## config.mk

```make
export PLATFORM = sky130hd
export DESIGN_NAME = qbusBridge
export DESIGN_NICKNAME = d
export VERILOG_FILES = /design/src/common/qbusPkg.sv /design/src/common/hostPkg.sv /design/src/host/hostRegs.sv /design/src/qbus/qbusSlave.sv /design/src/qbus/busMaster.sv /design/src/logic/bdalArbiter.sv /design/src/logic/qbusBridge.sv
export SDC_FILE = /design/constraint.sdc
export NUM_CORES = 1
export LEC_CHECK = 0
export BUFFER_PORTS_ARGS = -buffer_cell sky130_fd_sc_hd__buf_2
export CAP_MARGIN = 10
export CORE_MARGIN = 4
export CORE_UTILIZATION = 40
export CTS_CLUSTER_DIAMETER = 100
export DETAILED_ROUTE_END_ITERATION = 10
export SLEW_MARGIN = 25
export SYNTH_ARGS = -nofsm -noshare
export SYNTH_HDL_FRONTEND = slang
export SYNTH_SLANG_ARGS = --single-unit
```

## constraint.sdc

```tcl
create_clock -name BRPLYf -period 3.5 [get_ports BRPLYf]
set_input_delay 0.35 -clock BRPLYf [delete_from_list [all_inputs] [get_ports BRPLYf]]
set_output_delay 0.35 -clock BRPLYf [all_outputs]
set_load 0.005 [all_outputs]
```

## src/common/qbusPkg.sv

```systemverilog
// Qbus side definitions for the disk controller front end
// Bus width, PDP-11 device addresses and control register bit map

package qbusPkg;

    ////////////////////////////////////////////////////////////
    // Bus geometry
    ////////////////////////////////////////////////////////////

    localparam int bdalWidth = 22;               // BDAL address/data lines

    typedef logic [bdalWidth-1:0] qbusWord;

    // Device registers in the I/O page, matched on bits 12 to 1
    localparam qbusWord qaddrIp = 22'o17772150;
    localparam qbusWord qaddrSa = 22'o17772152;

    ////////////////////////////////////////////////////////////
    // Control register bits, host written
    ////////////////////////////////////////////////////////////

    localparam int ctlWidth = 15;

    localparam int ctlSync    = 0;              // Master control lines
    localparam int ctlDin     = 1;
    localparam int ctlDout    = 2;
    localparam int ctlWtbt    = 3;
    localparam int ctlDmr     = 4;              // DMA request
    localparam int ctlRef     = 5;
    localparam int ctlBs7     = 6;
    localparam int ctlIrq4    = 7;
    localparam int ctlIrq5    = 8;
    localparam int ctlIrq6    = 9;
    localparam int ctlAddrEn  = 10;             // Put the DMA address on BDAL
    localparam int ctlDataEn  = 11;             // Put data-out on BDAL
    localparam int ctlClearSa = 12;             // IP read also clears SA address

    // Write-only event bit, never stored
    localparam int ctlDone = 15;

endpackage

```

## src/common/hostPkg.sv

```systemverilog
// Host side definitions for the disk controller front end
// Register offsets on the host bus and the status flag layout

package hostPkg;

    typedef logic [15:0] hostWord;

    localparam int hostAddrWidth = 22;

    // Register offsets seen by the host, word aligned
    localparam logic [hostAddrWidth-1:0] faddrIp      = 22'd0;
    localparam logic [hostAddrWidth-1:0] faddrSa      = 22'd2;
    localparam logic [hostAddrWidth-1:0] faddrCt      = 22'd4;
    localparam logic [hostAddrWidth-1:0] faddrLo      = 22'd6;
    localparam logic [hostAddrWidth-1:0] faddrHi      = 22'd8;
    localparam logic [hostAddrWidth-1:0] faddrDataOut = 22'd10;
    localparam logic [hostAddrWidth-1:0] faddrDataIn  = 22'd12;
    localparam logic [hostAddrWidth-1:0] faddrTest    = 22'd14;

    // Status bits read through IP, ipRead is bit 0
    typedef struct packed {
        logic busAck;           // Live, we own the bus
        logic replyLevel;       // Live, reply asserted on the backplane
        logic replyGone;        // Sticky, reply went high
        logic replySeen;        // Sticky, reply went low
        logic saWritten;
        logic saRead;
        logic ipWritten;
        logic ipRead;
    } statusFlags;

endpackage

```

## src/host/hostRegs.sv

```systemverilog
// Host register file
// Byte enabled writes from the host bus and the combinational read mux
// Also holds the status snapshot returned by IP reads

`timescale 1ns/1ps

module hostRegs import qbusPkg::*, hostPkg::*;
(
    input  logic                     BRPLYf,
    input  logic                     F_IP_read_enable,
    input  logic [hostAddrWidth-1:0] hostAddr,
    input  hostWord                  hostWrData,
    input  logic [1:0]               hostBe,
    input  logic                     hostWr,
    input  logic                     hostRd,
    input  logic                     clearRegs,     // PDP-11 wrote IP
    input  statusFlags               flags,
    input  hostWord                  saAddress,
    input  qbusWord                  bdalIn,
    output hostWord                  hostRdData,
    output logic [ctlWidth-1:0]      ctl,
    output qbusWord                  qAddr,
    output hostWord                  dataOut,
    output hostWord                  saStatus,
    output logic                     testBit,
    output logic                     doneWrite
);

    hostWord    testReg;
    statusFlags flagSnap;                       // Frozen copy for the IP read
    logic       selIp, selSa, selCt, selLo, selHi, selOut, selIn, selTest;

    // Merge new bytes into a word under the byte enables
    function automatic hostWord mergeBytes(hostWord old, hostWord wr, logic [1:0] be);
        hostWord res;
        res = old;
        if (be[0]) res[7:0] = wr[7:0];
        if (be[1]) res[15:8] = wr[15:8];
        return res;
    endfunction

    // Offset decode, bit 0 ignored
    assign selIp   = hostAddr[hostAddrWidth-1:1] == faddrIp[hostAddrWidth-1:1];
    assign selSa   = hostAddr[hostAddrWidth-1:1] == faddrSa[hostAddrWidth-1:1];
    assign selCt   = hostAddr[hostAddrWidth-1:1] == faddrCt[hostAddrWidth-1:1];
    assign selLo   = hostAddr[hostAddrWidth-1:1] == faddrLo[hostAddrWidth-1:1];
    assign selHi   = hostAddr[hostAddrWidth-1:1] == faddrHi[hostAddrWidth-1:1];
    assign selOut  = hostAddr[hostAddrWidth-1:1] == faddrDataOut[hostAddrWidth-1:1];
    assign selIn   = hostAddr[hostAddrWidth-1:1] == faddrDataIn[hostAddrWidth-1:1];
    assign selTest = hostAddr[hostAddrWidth-1:1] == faddrTest[hostAddrWidth-1:1];

    assign doneWrite = hostWr && selCt && hostBe[1] && hostWrData[ctlDone];   // Ends DMA
    assign testBit   = testReg[0];

    ////////////////////////////////////////////////////////////
    // Writes
    ////////////////////////////////////////////////////////////

    always_ff @(posedge BRPLYf or posedge F_IP_read_enable)
    begin
        if (F_IP_read_enable)
        begin
            saStatus <= '0;
            ctl      <= '0;
            qAddr    <= '0;
            dataOut  <= '0;
            testReg  <= '0;
        end
        else if (clearRegs)
        begin
            saStatus <= '0;                     // Test register survives
            ctl      <= '0;
            qAddr    <= '0;
            dataOut  <= '0;
        end
        else if (hostWr)
        begin
            if (selSa) saStatus <= mergeBytes(saStatus, hostWrData, hostBe);
            if (selCt) ctl <= ctlWidth'(mergeBytes({1'b0, ctl}, hostWrData, hostBe));
            if (selLo) qAddr[15:0] <= mergeBytes(qAddr[15:0], hostWrData, hostBe);
            if (selHi && hostBe[0]) qAddr[21:16] <= hostWrData[5:0];  // Only six bits
            if (selOut) dataOut <= mergeBytes(dataOut, hostWrData, hostBe);
            if (selTest) testReg <= mergeBytes(testReg, hostWrData, hostBe);
        end
    end

    // Track the flags until a read starts, then hold
    always_ff @(posedge BRPLYf)
    begin
        if (!hostRd)
            flagSnap <= flags;
    end

    ////////////////////////////////////////////////////////////
    // Read mux
    ////////////////////////////////////////////////////////////

    always_comb
    begin
        hostRdData = '0;
        if (hostRd)
        begin
            if (selIp)        hostRdData = {8'b0, flagSnap};
            else if (selSa)   hostRdData = saAddress;
            else if (selCt)   hostRdData = {1'b0, ctl};
            else if (selLo)   hostRdData = qAddr[15:0];
            else if (selHi)   hostRdData = {10'b0, qAddr[21:16]};
            else if (selOut)  hostRdData = dataOut;
            else if (selIn)   hostRdData = ~bdalIn[15:0];   // Live bus, true sense
            else if (selTest) hostRdData = testReg;
        end
    end

endmodule

```

## src/qbus/qbusSlave.sv

```systemverilog
// Qbus slave for the IP and SA registers
// Address capture, event flags for the host, SA address register,
// reply generation and the slave read request

`timescale 1ns/1ps

module qbusSlave import qbusPkg::*, hostPkg::*;
(
    input  logic       BRPLYf,
    input  logic       F_IP_read_enable,
    input  qbusWord    bdalIn,
    input  logic       qSyncIn,
    input  logic       qDinIn,
    input  logic       qDoutIn,
    input  logic       qWtbtIn,
    input  logic       qBs7In,
    input  logic       qInitIn,
    input  logic       qReplyIn,
    input  logic       busAck,
    input  logic       hostIpRead,      // Host is reading IP, level
    input  logic       clearSa,
    input  logic       testBit,
    input  hostWord    saStatus,
    output statusFlags flags,
    output hostWord    saAddress,
    output logic       slaveReq,
    output qbusWord    slaveData,
    output logic       replyOut,
    output logic       hostIrq,
    output logic       clearRegs
);

    qbusWord busVal;
    logic    syncPrev, dinPrev, doutPrev, replyPrev, ipReadPrev;
    logic    ipSel, saSel, addrOdd;
    logic    ipRead, ipWritten, saRead, saWritten, replySeen, replyGone;
    logic    driveGate;
    logic    addrStart, writeEvt, readEvt, replyRise, flagClear;

    assign busVal    = ~bdalIn;                         // Bus is active low
    assign addrStart = !qSyncIn && syncPrev;
    assign writeEvt  = !qDoutIn && doutPrev;
    assign readEvt   = !qDinIn && dinPrev;
    assign replyRise = qReplyIn && !replyPrev;
    assign flagClear = ipReadPrev && !hostIpRead;       // End of host IP read
    assign clearRegs = writeEvt && ipSel;

    // Previous samples for edge detection, lines idle high
    always_ff @(posedge BRPLYf or posedge F_IP_read_enable)
    begin
        if (F_IP_read_enable)
        begin
            syncPrev   <= 1'b1;
            dinPrev    <= 1'b1;
            doutPrev   <= 1'b1;
            replyPrev  <= 1'b1;
            ipReadPrev <= 1'b0;
        end
        else
        begin
            syncPrev   <= qSyncIn;
            dinPrev    <= qDinIn;
            doutPrev   <= qDoutIn;
            replyPrev  <= qReplyIn;
            ipReadPrev <= hostIpRead;
        end
    end

    // Address phase, I/O page only
    always_ff @(posedge BRPLYf or posedge F_IP_read_enable)
    begin
        if (F_IP_read_enable)
        begin
            ipSel   <= 1'b0;
            saSel   <= 1'b0;
            addrOdd <= 1'b0;
        end
        else if (!qInitIn)
        begin
            ipSel <= 1'b0;                      // Bus init drops any select
            saSel <= 1'b0;
        end
        else if (addrStart)
        begin
            ipSel   <= !qBs7In && busVal[12:1] == qaddrIp[12:1];
            saSel   <= !qBs7In && busVal[12:1] == qaddrSa[12:1];
            addrOdd <= busVal[0];
        end
    end

    ////////////////////////////////////////////////////////////
    // Event flags and SA address
    ////////////////////////////////////////////////////////////

    always_ff @(posedge BRPLYf or posedge F_IP_read_enable)
    begin
        if (F_IP_read_enable)
        begin
            {ipRead, ipWritten, saRead, saWritten} <= '0;
            {replySeen, replyGone}                 <= '0;
            saAddress                              <= '0;
        end
        else
        begin
            if (flagClear)
            begin
                {ipRead, ipWritten, saRead, saWritten} <= '0;
                {replySeen, replyGone}                 <= '0;
                if (clearSa) saAddress <= '0;
            end
            // New events win over the clear
            if (readEvt && ipSel) ipRead <= 1'b1;
            if (readEvt && saSel) saRead <= 1'b1;
            if (writeEvt && ipSel) ipWritten <= 1'b1;
            if (writeEvt && saSel)
            begin
                saWritten <= 1'b1;
                if (qWtbtIn || !addrOdd) saAddress[7:0] <= busVal[7:0];     // Low byte
                if (qWtbtIn || addrOdd) saAddress[15:8] <= busVal[15:8];    // High byte
            end
            if (!qReplyIn && replyPrev) replySeen <= 1'b1;
            if (replyRise) replyGone <= 1'b1;
        end
    end

    // Reply trails the sampled strobe by one clock, drive lasts until reply ends
    always_ff @(posedge BRPLYf or posedge F_IP_read_enable)
    begin
        if (F_IP_read_enable)
        begin
            replyOut  <= 1'b0;
            driveGate <= 1'b0;
        end
        else
        begin
            replyOut <= (ipSel || saSel) && !busAck && (!dinPrev || !doutPrev);
            if (readEvt)        driveGate <= 1'b1;
            else if (replyRise) driveGate <= 1'b0;
        end
    end

    assign slaveReq  = driveGate && (ipSel || saSel);
    assign slaveData = saSel ? qbusWord'(saStatus) : '0;    // IP reads as zero

    assign flags = '{busAck: busAck, replyLevel: !qReplyIn, replyGone: replyGone,
                     replySeen: replySeen, saWritten: saWritten, saRead: saRead,
                     ipWritten: ipWritten, ipRead: ipRead};

    assign hostIrq = ipRead || ipWritten || saRead || saWritten || testBit;

endmodule

```

## src/qbus/busMaster.sv

```systemverilog
// Qbus master side, timed by the host through the control register
// Drives the control lines, takes the DMA grant and presents address or data

`timescale 1ns/1ps

module busMaster import qbusPkg::*;
(
    input  logic                BRPLYf,
    input  logic                F_IP_read_enable,
    input  logic [ctlWidth-1:0] ctl,
    input  logic                qDmgIn,
    input  logic                qSyncIn,
    input  logic                qReplyIn,
    input  logic                doneWrite,
    input  qbusWord             qAddr,
    input  logic [15:0]         dataOut,
    output logic                qSyncOut,
    output logic                qDinOut,
    output logic                qDoutOut,
    output logic                qWtbtOut,
    output logic                qDmrOut,
    output logic                qRefOut,
    output logic                qBs7Out,
    output logic                qIrq4Out,
    output logic                qIrq5Out,
    output logic                qIrq6Out,
    output logic                dmgOut,
    output logic                busAck,
    output logic                masterReq,
    output qbusWord             masterData
);

    // Host owns the control lines outright
    assign qSyncOut = ctl[ctlSync];
    assign qDinOut  = ctl[ctlDin];
    assign qDoutOut = ctl[ctlDout];
    assign qWtbtOut = ctl[ctlWtbt];
    assign qDmrOut  = ctl[ctlDmr];
    assign qRefOut  = ctl[ctlRef];
    assign qBs7Out  = ctl[ctlBs7];
    assign qIrq4Out = ctl[ctlIrq4];
    assign qIrq5Out = ctl[ctlIrq5];
    assign qIrq6Out = ctl[ctlIrq6];

    // Take the grant only with the bus idle, hold until the host is done
    always_ff @(posedge BRPLYf or posedge F_IP_read_enable)
    begin
        if (F_IP_read_enable)
            busAck <= 1'b0;
        else if (doneWrite)
            busAck <= 1'b0;
        else if (!qDmgIn && ctl[ctlDmr] && qSyncIn && qReplyIn)
            busAck <= 1'b1;
    end

    assign dmgOut = !qDmgIn && !ctl[ctlDmr] && !busAck;    // Pass grant down the chain

    assign masterReq  = busAck && (ctl[ctlAddrEn] || ctl[ctlDataEn]);
    assign masterData = ctl[ctlAddrEn] ? qAddr : qbusWord'(dataOut);  // Address first

endmodule

```

## src/logic/bdalArbiter.sv

```systemverilog
// BDAL driver arbiter
// Master and slave share the bus drivers, the master always wins

`timescale 1ns/1ps

module bdalArbiter import qbusPkg::*;
#(
    parameter type payloadT = qbusWord
)
(
    input  logic    masterReq,
    input  payloadT masterData,
    input  logic    slaveReq,
    input  payloadT slaveData,
    output payloadT bdalOut,
    output payloadT bdalOe,
    output logic    outbound
);

    ////////////////////////////////////////////////////////////
    // Fixed priority select
    ////////////////////////////////////////////////////////////

    always_comb
    begin
        bdalOut  = '0;                  // Drivers off by default
        bdalOe   = '0;
        outbound = 1'b0;
        if (masterReq)
        begin
            bdalOut  = masterData;
            bdalOe   = '1;
            outbound = 1'b1;            // Open the gate drivers
        end
        else if (slaveReq)
        begin
            bdalOut  = slaveData;
            bdalOe   = '1;
            outbound = 1'b1;
        end
    end

endmodule

```

## src/logic/qbusBridge.sv

```systemverilog
// Qbus disk controller front end, top level
// Connects the host register file, the Qbus slave and master and the BDAL arbiter

`timescale 1ns/1ps

module qbusBridge import qbusPkg::*, hostPkg::*;
(
    input  logic                     BRPLYf,
    input  logic                     F_IP_read_enable,
    input  logic [hostAddrWidth-1:0] hostAddr,
    input  hostWord                  hostWrData,
    input  logic [1:0]               hostBe,
    input  logic                     hostWr,
    input  logic                     hostRd,
    output hostWord                  hostRdData,
    output logic                     hostIrq,
    input  qbusWord                  bdalIn,
    input  logic                     qSyncIn,
    input  logic                     qDinIn,
    input  logic                     qDoutIn,
    input  logic                     qWtbtIn,
    input  logic                     qBs7In,
    input  logic                     qDmgIn,
    input  logic                     qInitIn,
    input  logic                     qReplyIn,
    output qbusWord                  bdalOut,
    output qbusWord                  bdalOe,
    output logic                     outbound,
    output logic                     replyOut,
    output logic                     qSyncOut,
    output logic                     qDinOut,
    output logic                     qDoutOut,
    output logic                     qWtbtOut,
    output logic                     qDmrOut,
    output logic                     qRefOut,
    output logic                     qBs7Out,
    output logic                     qIrq4Out,
    output logic                     qIrq5Out,
    output logic                     qIrq6Out,
    output logic                     dmgOut,
    output logic                     busAck
);

    logic [ctlWidth-1:0] ctl;
    qbusWord             qAddr, slaveData, masterData;
    hostWord             dataOut, saStatus, saAddress;
    statusFlags          flags;
    logic                testBit, doneWrite, clearRegs, slaveReq, masterReq;
    logic                hostIpRead, clearSa;

    assign hostIpRead = hostRd && hostAddr[hostAddrWidth-1:1] == faddrIp[hostAddrWidth-1:1];
    assign clearSa    = ctl[ctlClearSa];

    hostRegs regs0 (
        .BRPLYf, .F_IP_read_enable, .hostAddr, .hostWrData, .hostBe, .hostWr, .hostRd,
        .clearRegs, .flags, .saAddress, .bdalIn, .hostRdData, .ctl, .qAddr, .dataOut,
        .saStatus, .testBit, .doneWrite
    );

    qbusSlave slave0 (
        .BRPLYf, .F_IP_read_enable, .bdalIn, .qSyncIn, .qDinIn, .qDoutIn, .qWtbtIn,
        .qBs7In, .qInitIn, .qReplyIn, .busAck, .hostIpRead, .clearSa, .testBit, .saStatus,
        .flags, .saAddress, .slaveReq, .slaveData, .replyOut, .hostIrq, .clearRegs
    );

    busMaster master0 (
        .BRPLYf, .F_IP_read_enable, .ctl, .qDmgIn, .qSyncIn, .qReplyIn, .doneWrite, .qAddr,
        .dataOut, .qSyncOut, .qDinOut, .qDoutOut, .qWtbtOut, .qDmrOut, .qRefOut, .qBs7Out,
        .qIrq4Out, .qIrq5Out, .qIrq6Out, .dmgOut, .busAck, .masterReq, .masterData
    );

    bdalArbiter #(.payloadT(qbusWord)) arb0 (
        .masterReq, .masterData, .slaveReq, .slaveData, .bdalOut, .bdalOe, .outbound
    );

endmodule

```

==> results of run 1 <==
## Yosys cell counts, types with 3 or more instances
library cell and count:
dfrtp_1 114, nand2_1 79, mux2i_1 72, o21ai_0 58, a21oi_1 47, clkbuf_1 42, nor2_1 40, nand4_1 29
buf_4 24, mux2_2 22, nand3_1 22, nor3_1 17, inv_1 16, a211oi_1 15, and2_1 15, and3_1 8
edfxtp_1 8, a32o_1 7, or3_1 7, a2111oi_0 6, nor4_4 6, o221ai_1 6, buf_2 5, o32ai_1 5
dfstp_2 4, nand2b_1 4, nor4b_1 4, o221a_2 4, a21o_1 3, buf_1 3, nand3b_1 3, o21ai_1 3
o221a_1 3, or2_2 3, or4_1 3
## per-stage QoR
stage                     hold WS [ps]  utilization [%]
after detailed placement           434             45.7
final                             34.0             49.2
after CTS                         19.6             49.2
after global routing              19.5             49.2
after global placement             429             45.7
after floorplan                    354                -
## power by group through the flow
stage,sequential (mW),combinational [mW],clock (mW)
after floorplan,1.51,0.121,0
after global placement,1.51,0.228,0
after detailed placement,1.51,0.230,0
after CTS,1.48,0.230,1.89
after global routing,1.48,0.251,1.95
final,1.48,0.229,1.87
## final cells by class
| cell class | count | area share (%) |
|---|---|---|
| Timing Repair Buffer | 157 | 10.0 |
| Clock buffer | 21 | 5.22 |
| Clock inverter | 10 | 1.91 |
| Tap cell | 225 | 3.26 |
| Sequential cell | 126 | 37.1 |
| Antenna cell | 1 | 0.0290 |
| Multi-Input combinational cell | 529 | 41.8 |
| Inverter | 16 | 0.725 |
## cell usage in the layout, fill, tap and decap left out, drive strengths merged, types with 2 or more instances in the layout
| cell type | instances |
|---|---|
| buf | 157 |
| dfrtp | 114 |
| nand2 | 79 |
| mux2i | 72 |
| o21ai | 61 |
| a21oi | 47 |
| nor2 | 40 |
| nand4 | 31 |
| nand3 | 26 |
| mux2 | 22 |
| clkbuf | 21 |
| nor3 | 18 |
| inv | 16 |
| and2 | 15 |
| a211oi | 15 |
| and3 | 9 |
| nor4 | 9 |
| edfxtp | 8 |
| or3 | 7 |
| a32o | 7 |
| o221a | 7 |
| a2111oi | 6 |
| o221ai | 6 |
| o32ai | 5 |
| nor4b | 5 |
| nand2b | 4 |
| bufinv | 4 |
| dfstp | 4 |
| or4 | 4 |
| nand3b | 3 |
| a21o | 3 |
| or2 | 3 |
| clkinvlp | 3 |
| clkinv | 3 |
| and3b | 2 |
| nor4bb | 2 |
| o22ai | 2 |
| nor3b | 2 |
| o22a | 2 |
| o31ai | 2 |
## worst max-delay path by stage
stage                     end  slack (ps)
6_report       hostRdData[14]         710
2_1_floorplan  master0.busAck          30
4_1_cts        hostRdData[11]         750
5_1_grt        hostRdData[14]         570
3_3_place_gp    hostRdData[1]         790
3_5_place_dp   hostRdData[11]         750
## kinds of logic after synthesis
kind of cell	Yosys count	synth area share (%)
simple gates	263	21.0
compound gates	172	15.3
flops	126	44.2
mux	94	13.4
buf+inv	91	6.15
## sequential cells by signal (all words and copies together) (netlist names), 8 cells and up
| name | count |
|---|---|
| regs0.ctl | 15 |
| regs0.dataOut | 16 |
| regs0.flagSnap | 8 |
| regs0.qAddr | 22 |
| regs0.saStatus | 16 |
| regs0.testReg | 16 |
| slave0.saAddress | 16 |
## metal layers
metal | vias to the layer above | part of all wire [%] | global-route usage, %
li1 | 2936 | - | -
met2 | 212 | 48 | 36.9
met5 | - | 0 | 0
met4 | 0 | 2.4 | 6.75
met1 | 3091 | 43 | 31.1
met3 | 42 | 5.8 | 4.84
==> run metrics, run 1 <==
outcome complete, no violations; Worst Hold Class primary input to flop; CORE AREA 17,500 µm²; CTS root buffer clkbuf_16; Seq. cell area 3200 µm²; worst-path cell chain buf_2 -> or2_2 -> o21ai_0 -> a2111oi_0 -> o221a_2 -> buf_2; register clock-pin slew on the reported worst setup and hold paths 60 ps; CTS tree yes; Place WS 748 ps; Die W 143 µm; Switching Fraction 22.9%; CP endpoint kind output pin; Syn Std Cell Area 7240 µm²; post-layout instance area 8630 µm²; startpoint types primary input; Clock Path Buffers 2; Die Y 143 µm; library cells used by synthesis 65; Port Buffers 141; antenna viol nets, final 0; post-synth top area cell dfrtp_1; Site Rows 48; area share of the largest cell type after synthesis 39.4%; Leakage 4.05 nW; syn nets 820; Via density 5.79; CTS hold repair buffers 0; Final Hold Viols 0; WHS Path Cells 1; Slew Limit Fails 0; reg2reg end regs0.testReg[13]; min Tclk post-route 2790 ps; endpoints failing setup 0; DP Wirelength 16,500 µm; TritonCTS buffer count 17; slowest CP cell buf_2; Syn Inst Count 746; Worst Path Max Fanout 39; most used cell, CP buf_2; CP top delay family compound AO/OA/AOI/OAI gates; reg2reg start slave0.ipSel; Post-Route WL 23,000 µm; # H-tree levels 4; Synth warnings 0; proportion of power drawn by the clock network 52.2%; gr ovfl total 0; Async S/R FF share, synth 93.7%; sequential area share after synthesis 44.2%; Worst Tran Pin Value 922 ps; Total GRT Usage 22.9%; starting density of the core 41.3%; internal power 2.76 mW; Setup crit start hostAddr[1]; Final Skew 9.79 ps; global-route wire length before repair 35,900 µm; post-route setup slack 709 ps; Max stage delay on crit path 570 ps; layout cell share with drive strength beyond 1 27.9%; DRC errors left 0; Max Cap Viol 0; initial antenna violation count 1; Clock Sinks 126; die area 20,300 µm²; Sequential Power Share 41.4%; final net count 921; hold path start qDinIn; Max Freq 0.358 GHz; worst path arrival time 2440 ps; Post-Place Cells 1,053; Avg WL per Cell 21.2 µm; Comb pwr share 6.4%; R2R depth 4; Post-CTS Repair Setup Buffers 0; CP Class primary input to output pin; EDFF count, synth 8; Final Wtd Congestion 0.887; largest net degree at the start of global routing 66; Crit. path cell count 6; # IOs 149; Area Overhead vs Synth 19.1%; unrepaired setup endpoints after global routing no; Avg Inst Size Synth 9.71 µm²; Iteration-0 DRC Markers 518; Net Switching 0.821 mW; PnR Total Power 3.58 mW; Cell Pwr Density 415 nW/µm²; #FFs+latches synth 126; Synth Flop Type dfrtp_1; final period utilization 79.8%; Area contributors post-synth dfrtp_1 (39%), mux2i_1 (10%), nand2_1 (4.1%); TNS Setup 0 ps; via count 6,281; Worst EP required 3150 ps; Max transition margin 38.4%; maximum vdd drop 0.446 mV; Placed Area 8010 µm²; Worst Path Buf+Inv 2; internal reg-to-reg setup slack 1370 ps; vias in the first global route 6,364; Fillers 1,679; CTS-repair resized insts 0; Clk Latency, worst-skew pair 420 ps; multi-input logic area 3600 µm²; 1st-pass router iterations 5; Cell Count, Final, Fillers Out 1,085; Hold Path Sink slave0.dinPrev
Note: power is estimated with default switching activity, not from simulation.
==> run 2: changes to the inputs <==
- clock period: 3.5 -> 2.31 ns (I/O delays scaled with it)
==> run metrics, run 2 (same netlist as run 1, synthesis figures left out) <==
TNS Setup 0 ps; Fillers 1,684; global-route wire length before repair 35,900 µm; final net count 954; Sequential Power Share 43.0%; DRC errors left 0; Post-Route WL 23,000 µm; Clock Sinks 126; worst path arrival time 2030 ps; Area Overhead vs Synth 22.9%; Avg WL per Cell 20.5 µm; most used cell, CP buf_2; Net Switching 1.26 mW; CORE AREA 17,500 µm²; via count 6,387; Cell Count, Final, Fillers Out 1,118; Max transition margin 43.6%; maximum vdd drop 0.524 mV; Seq. cell area 3200 µm²; Place WS 76.0 ps; CTS tree yes; Leakage 4.21 nW; DP Wirelength 16,800 µm; Die W 143 µm; PnR Total Power 5.23 mW; largest net degree at the start of global routing 63; worst-path cell chain buf_2 -> nor4_4 -> nand2_1 -> a2111oi_0 -> o221a_2 -> buf_2; Comb pwr share 7.1%; Port Buffers 141; Worst Tran Pin Value 839 ps; # H-tree levels 4; # IOs 149; Final Wtd Congestion 0.882; most frequent cells in the layout buf_2 (141), dfrtp_1 (114), nand2_1 (78); proportion of power drawn by the clock network 49.9%; Max Freq 0.442 GHz; gr ovfl total 0; Worst Path Max Fanout 6; Via density 5.71; CTS root buffer clkbuf_16; Final Hold Viols 0; vias in the first global route 6,415; internal power 3.98 mW; slowest CP cell nor4_4; startpoint types primary input; CP endpoint kind output pin; Total GRT Usage 22.9%; final period utilization 97.9%; 1st-pass router iterations 5; Final Skew 13.0 ps; ANT cells 0; min Tclk post-route 2260 ps; Max Cap Viol 0; endpoints failing setup 0; Site Rows 48; Die Y 143 µm; Post-Place Cells 1,080; max FFs per register 22; post-route setup slack 49.4 ps; multi-input logic area 3610 µm²; Clock Path Buffers 2; CP Class primary input to output pin; Switching Fraction 24.0%; Reg with most FFs regs0.qAddr; Clk Latency, worst-skew pair 430 ps; Worst EP required 2080 ps; die area 20,300 µm²; Slew Limit Fails 0; final hold slack 54.4 ps; Cell Pwr Density 588 nW/µm²; outcome complete, no violations; layout cell share with drive strength beyond 1 30.1%; register clock-pin slew on the reported worst setup and hold paths 60 ps; antenna viol nets, final 0; starting density of the core 41.3%; Worst Hold Class primary input to flop; initial antenna violation count 0; Max stage delay on crit path 490 ps; commonest non-fill, non-tap cell in the layout buf_2; TritonCTS buffer count 17; Iteration-0 DRC Markers 552
[run 2: cell types whose count changed in the layout (fill, tap and decap cells not counted), sizes merged]
cell and change:
buf +28, dlygate4sd3 +5, bufinv -3, clkbuf +3, clkinv +1, diode -1
[run 2: final timing paths]
check                                      to        startpoint  depth (start not counted)  slack [ps]
hold / removal                 slave0.addrOdd         bdalIn[0]                          2          50
hold reg to reg             regs0.flagSnap[2]     slave0.saRead                          0         450
setup reg to reg            regs0.testReg[11]      slave0.ipSel                          5         480
setup / recovery               hostRdData[12]      hostAddr[17]                          6          50
min in group asynchronous       slave0.ipRead  F_IP_read_enable                          3         290
max in group asynchronous  regs0.saStatus[10]  F_IP_read_enable                          4        1420
[run 2: critical path, delay by kind of cell]
| kind | cells | cell delay, ps |
|---|---|---|
| AO/OA/AOI/OAI | 2 | 790 |
| buffers and inverters | 2 | 230 |
| AND/OR/NAND/NOR | 2 | 770 |
[run 2: final cells by class]
type,count,share of cell area [%]
multi-input combinational,529,40.5
tap,225,3.16
timing repair buffer,190,13.2
clock inverter,8,0.914
sequential,126,35.9
inverter,16,0.717
clock buffer,24,5.54
[run 2: power groups by stage]
stage	Sequential, mW	Combinational (mW)	Clock [mW]
final	2.25	0.372	2.61
after global routing	2.25	0.407	2.75
after CTS	2.25	0.374	2.64
after detailed placement	2.29	0.365	0
after global placement	2.29	0.364	0
after floorplan	2.29	0.184	0
[run 2: per-layer routing]
| metal | GRT usage, % | part of all wire [%] | up-vias | wire, µm |
|---|---|---|---|---|
| met5 | 0 | 0 | - | 0 |
| met4 | 7.60 | 2.1 | 0 | 492 |
| met3 | 4.17 | 6.3 | 38 | 1440 |
| met2 | 37.3 | 49 | 235 | 11200 |
| met1 | 30.8 | 43 | 3110 | 9810 |
| li1 | - | - | 3004 | - |
[run 2: repair_timing]
item | 4_1_cts | 5_1_grt
hold buffers | 5 | 0
resized for setup | 0 | 4
setup buffers | 0 | 1
setup endpoints to repair | 0 | 9
endpoints found under the hold margin | 10 | 0
[run 2: stage by stage]
stage / instance area, µm² / utilization, %
4_1_cts: 8890 / 50.7
2_1_floorplan: 7250 / -
6_report: 8900 / 50.7
5_1_grt: 8900 / 50.7
3_3_place_gp: 8260 / 47.1
3_5_place_dp: 8260 / 47.1
==> run 3: changes to the inputs <==
- BUFFER_PORTS_ARGS: -buffer_cell sky130_fd_sc_hd__buf_2 -> -buffer_cell sky130_fd_sc_hd__clkbuf_2
- CORE_UTILIZATION: 40 -> 50
- PLACE_DENSITY: unset -> 0.77
- RECOVER_POWER: unset -> 100
==> run metrics, run 3 (same netlist as run 1, synthesis figures left out) <==
outcome finished with violations; failing checks max-capacitance violations, max-slew violations; Reg with most FFs regs0.qAddr; final net count 944; vias in the first global route 6,358; Max Cap Viol 1; register clock-pin slew on the reported worst setup and hold paths 60 ps; post-layout instance area 8710 µm²; unrepaired setup endpoints after global routing no; commonest non-fill, non-tap cell in the layout dfrtp_1; Avg WL per Cell 21.0 µm; Max Freq 0.454 GHz; CP endpoint kind output pin; Core Util, Final 62.1%; Slew Limit Fails 119; CTS tree yes; die area 16,500 µm²; layout cell share with drive strength beyond 1 25.3%; Die W 128 µm; CP Class primary input to output pin; initial antenna violation count 0; # IOs 149; Leakage 3.98 nW; Max transition margin -12.7%; startpoint types primary input; Site Rows 43; Final Wtd Congestion 0.893; maximum vdd drop 0.575 mV; DRC errors left 0; Clk Latency, worst-skew pair 420 ps; most frequent cells in the layout dfrtp_1 (113), clkbuf_2 (106), nand2_1 (77); final period utilization 95.2%; gr ovfl total 0; Die Y 128 µm; slowest CP cell nand2b_1; global-route wire length before repair 34,700 µm; antenna viol nets, final 0; CORE AREA 14,000 µm²; Worst Hold Class primary input to flop; via count 6,669; final hold slack 66.7 ps; max FFs per register 22; worst path arrival time 1970 ps; Final Hold Viols 0; min Tclk post-route 2200 ps; Post-Route WL 22,300 µm; ANT cells 0; TritonCTS buffer count 17; endpoints failing setup 0; Area Overhead vs Synth 20.3%; Worst Path Max Fanout 38; Worst EP required 2080 ps; Iteration-0 DRC Markers 820; worst-path cell chain clkbuf_2 -> buf_12 -> nand2b_1 -> clkbuf_1 -> o22ai_1 -> nor3b_1 -> o221a_1 -> clkbuf_2; most used cell, CP clkbuf_2; Final Skew 8.67 ps; Clock Path Buffers 2; Placed Area 8120 µm²; 1st-pass router iterations 5; post-route setup slack 110 ps; Clock Sinks 126; Via density 6.27; Cell Pwr Density 631 nW/µm²; largest net degree at the start of global routing 119; Total GRT Usage 27.1%; DP Wirelength 15,700 µm; starting density of the core 51.6%; Place WS 77.7 ps; Max stage delay on crit path 390 ps; # H-tree levels 4; Port Buffers 141; TNS Setup 0 ps; Post-CTS Repair Setup Buffers 0; Worst Tran Pin Value 1690 ps; CTS root buffer clkbuf_16
run 3: cell count changes in the layout (fill, tap and decap cells not counted), moves of 2 or more:
cell and change:
clkbuf_2 +106, buf_2 -141, buf_4 -14, buf_12 -4
clkbuf_1 +34, bufinv_16 +3, buf_1 +4, clkbuf_4 +2
a2111oi_0 +3, a2111oi_1 -3
run 3: path summary, 6_finish.rpt:
check	start	end	slack, ps	cells past startpoint
worst max register to register	slave0.doutPrev	regs0.saStatus[4]	270	3
max in group asynchronous	F_IP_read_enable	regs0.ctl[10]	710	3
min in group asynchronous	F_IP_read_enable	slave0.saWritten	410	3
worst min register to register	slave0.saRead	regs0.flagSnap[2]	460	0
worst max-delay path	hostAddr[1]	hostRdData[10]	110	8
worst min-delay path	hostWrData[5]	regs0.saStatus[5]	70	3
run 3: layer usage:
layer	vias up	wire (µm)	global-route usage (%)
li1	2993	-	-
met3	48	1650	5.19
met4	0	485	9.18
met5	-	0	0
met2	349	11100	44.5
met1	3279	9050	36.2
run 3: where the power goes:
| group | switching, mW | internal [mW] |
|---|---|---|
| Sequential | 0.00694 | 2.24 |
| Combinational | 0.238 | 0.122 |
| Clock | 1.02 | 1.87 |
| Total | 1.26 | 4.23 |
run 3: timing repair:
action / CTS / global route
endpoints found under the setup margin: 1 / 31
pin swaps: 0 / 0
resized for setup: 1 / 3
hold buffers: 4 / 0
endpoints found under the hold margin: 4 / 0
cloned: 0 / 0
run 3: layout make-up:
type	instances	area, µm²
clock buffer	20	457
clock inverter	12	184
fill	1198	5330
inverter	16	63.8
multi-input combinational	529	3600
sequential	126	3200
tap	180	225
timing repair buffer	180	983
run 3: per-stage QoR:
stage                     cells  total power [mW]
after global routing       1063              5.64
after detailed placement   1027              2.64
after global placement     1027              2.64
after CTS                  1063              5.51
final                      1063              5.50
after floorplan             746              2.47
run 3: worst max-delay path, delay by kind of cell:
family                 cells  cell delay, ps
AO/OA/AOI/OAI              2             400
buffers and inverters      4             790
AND/OR/NAND/NOR            2             540
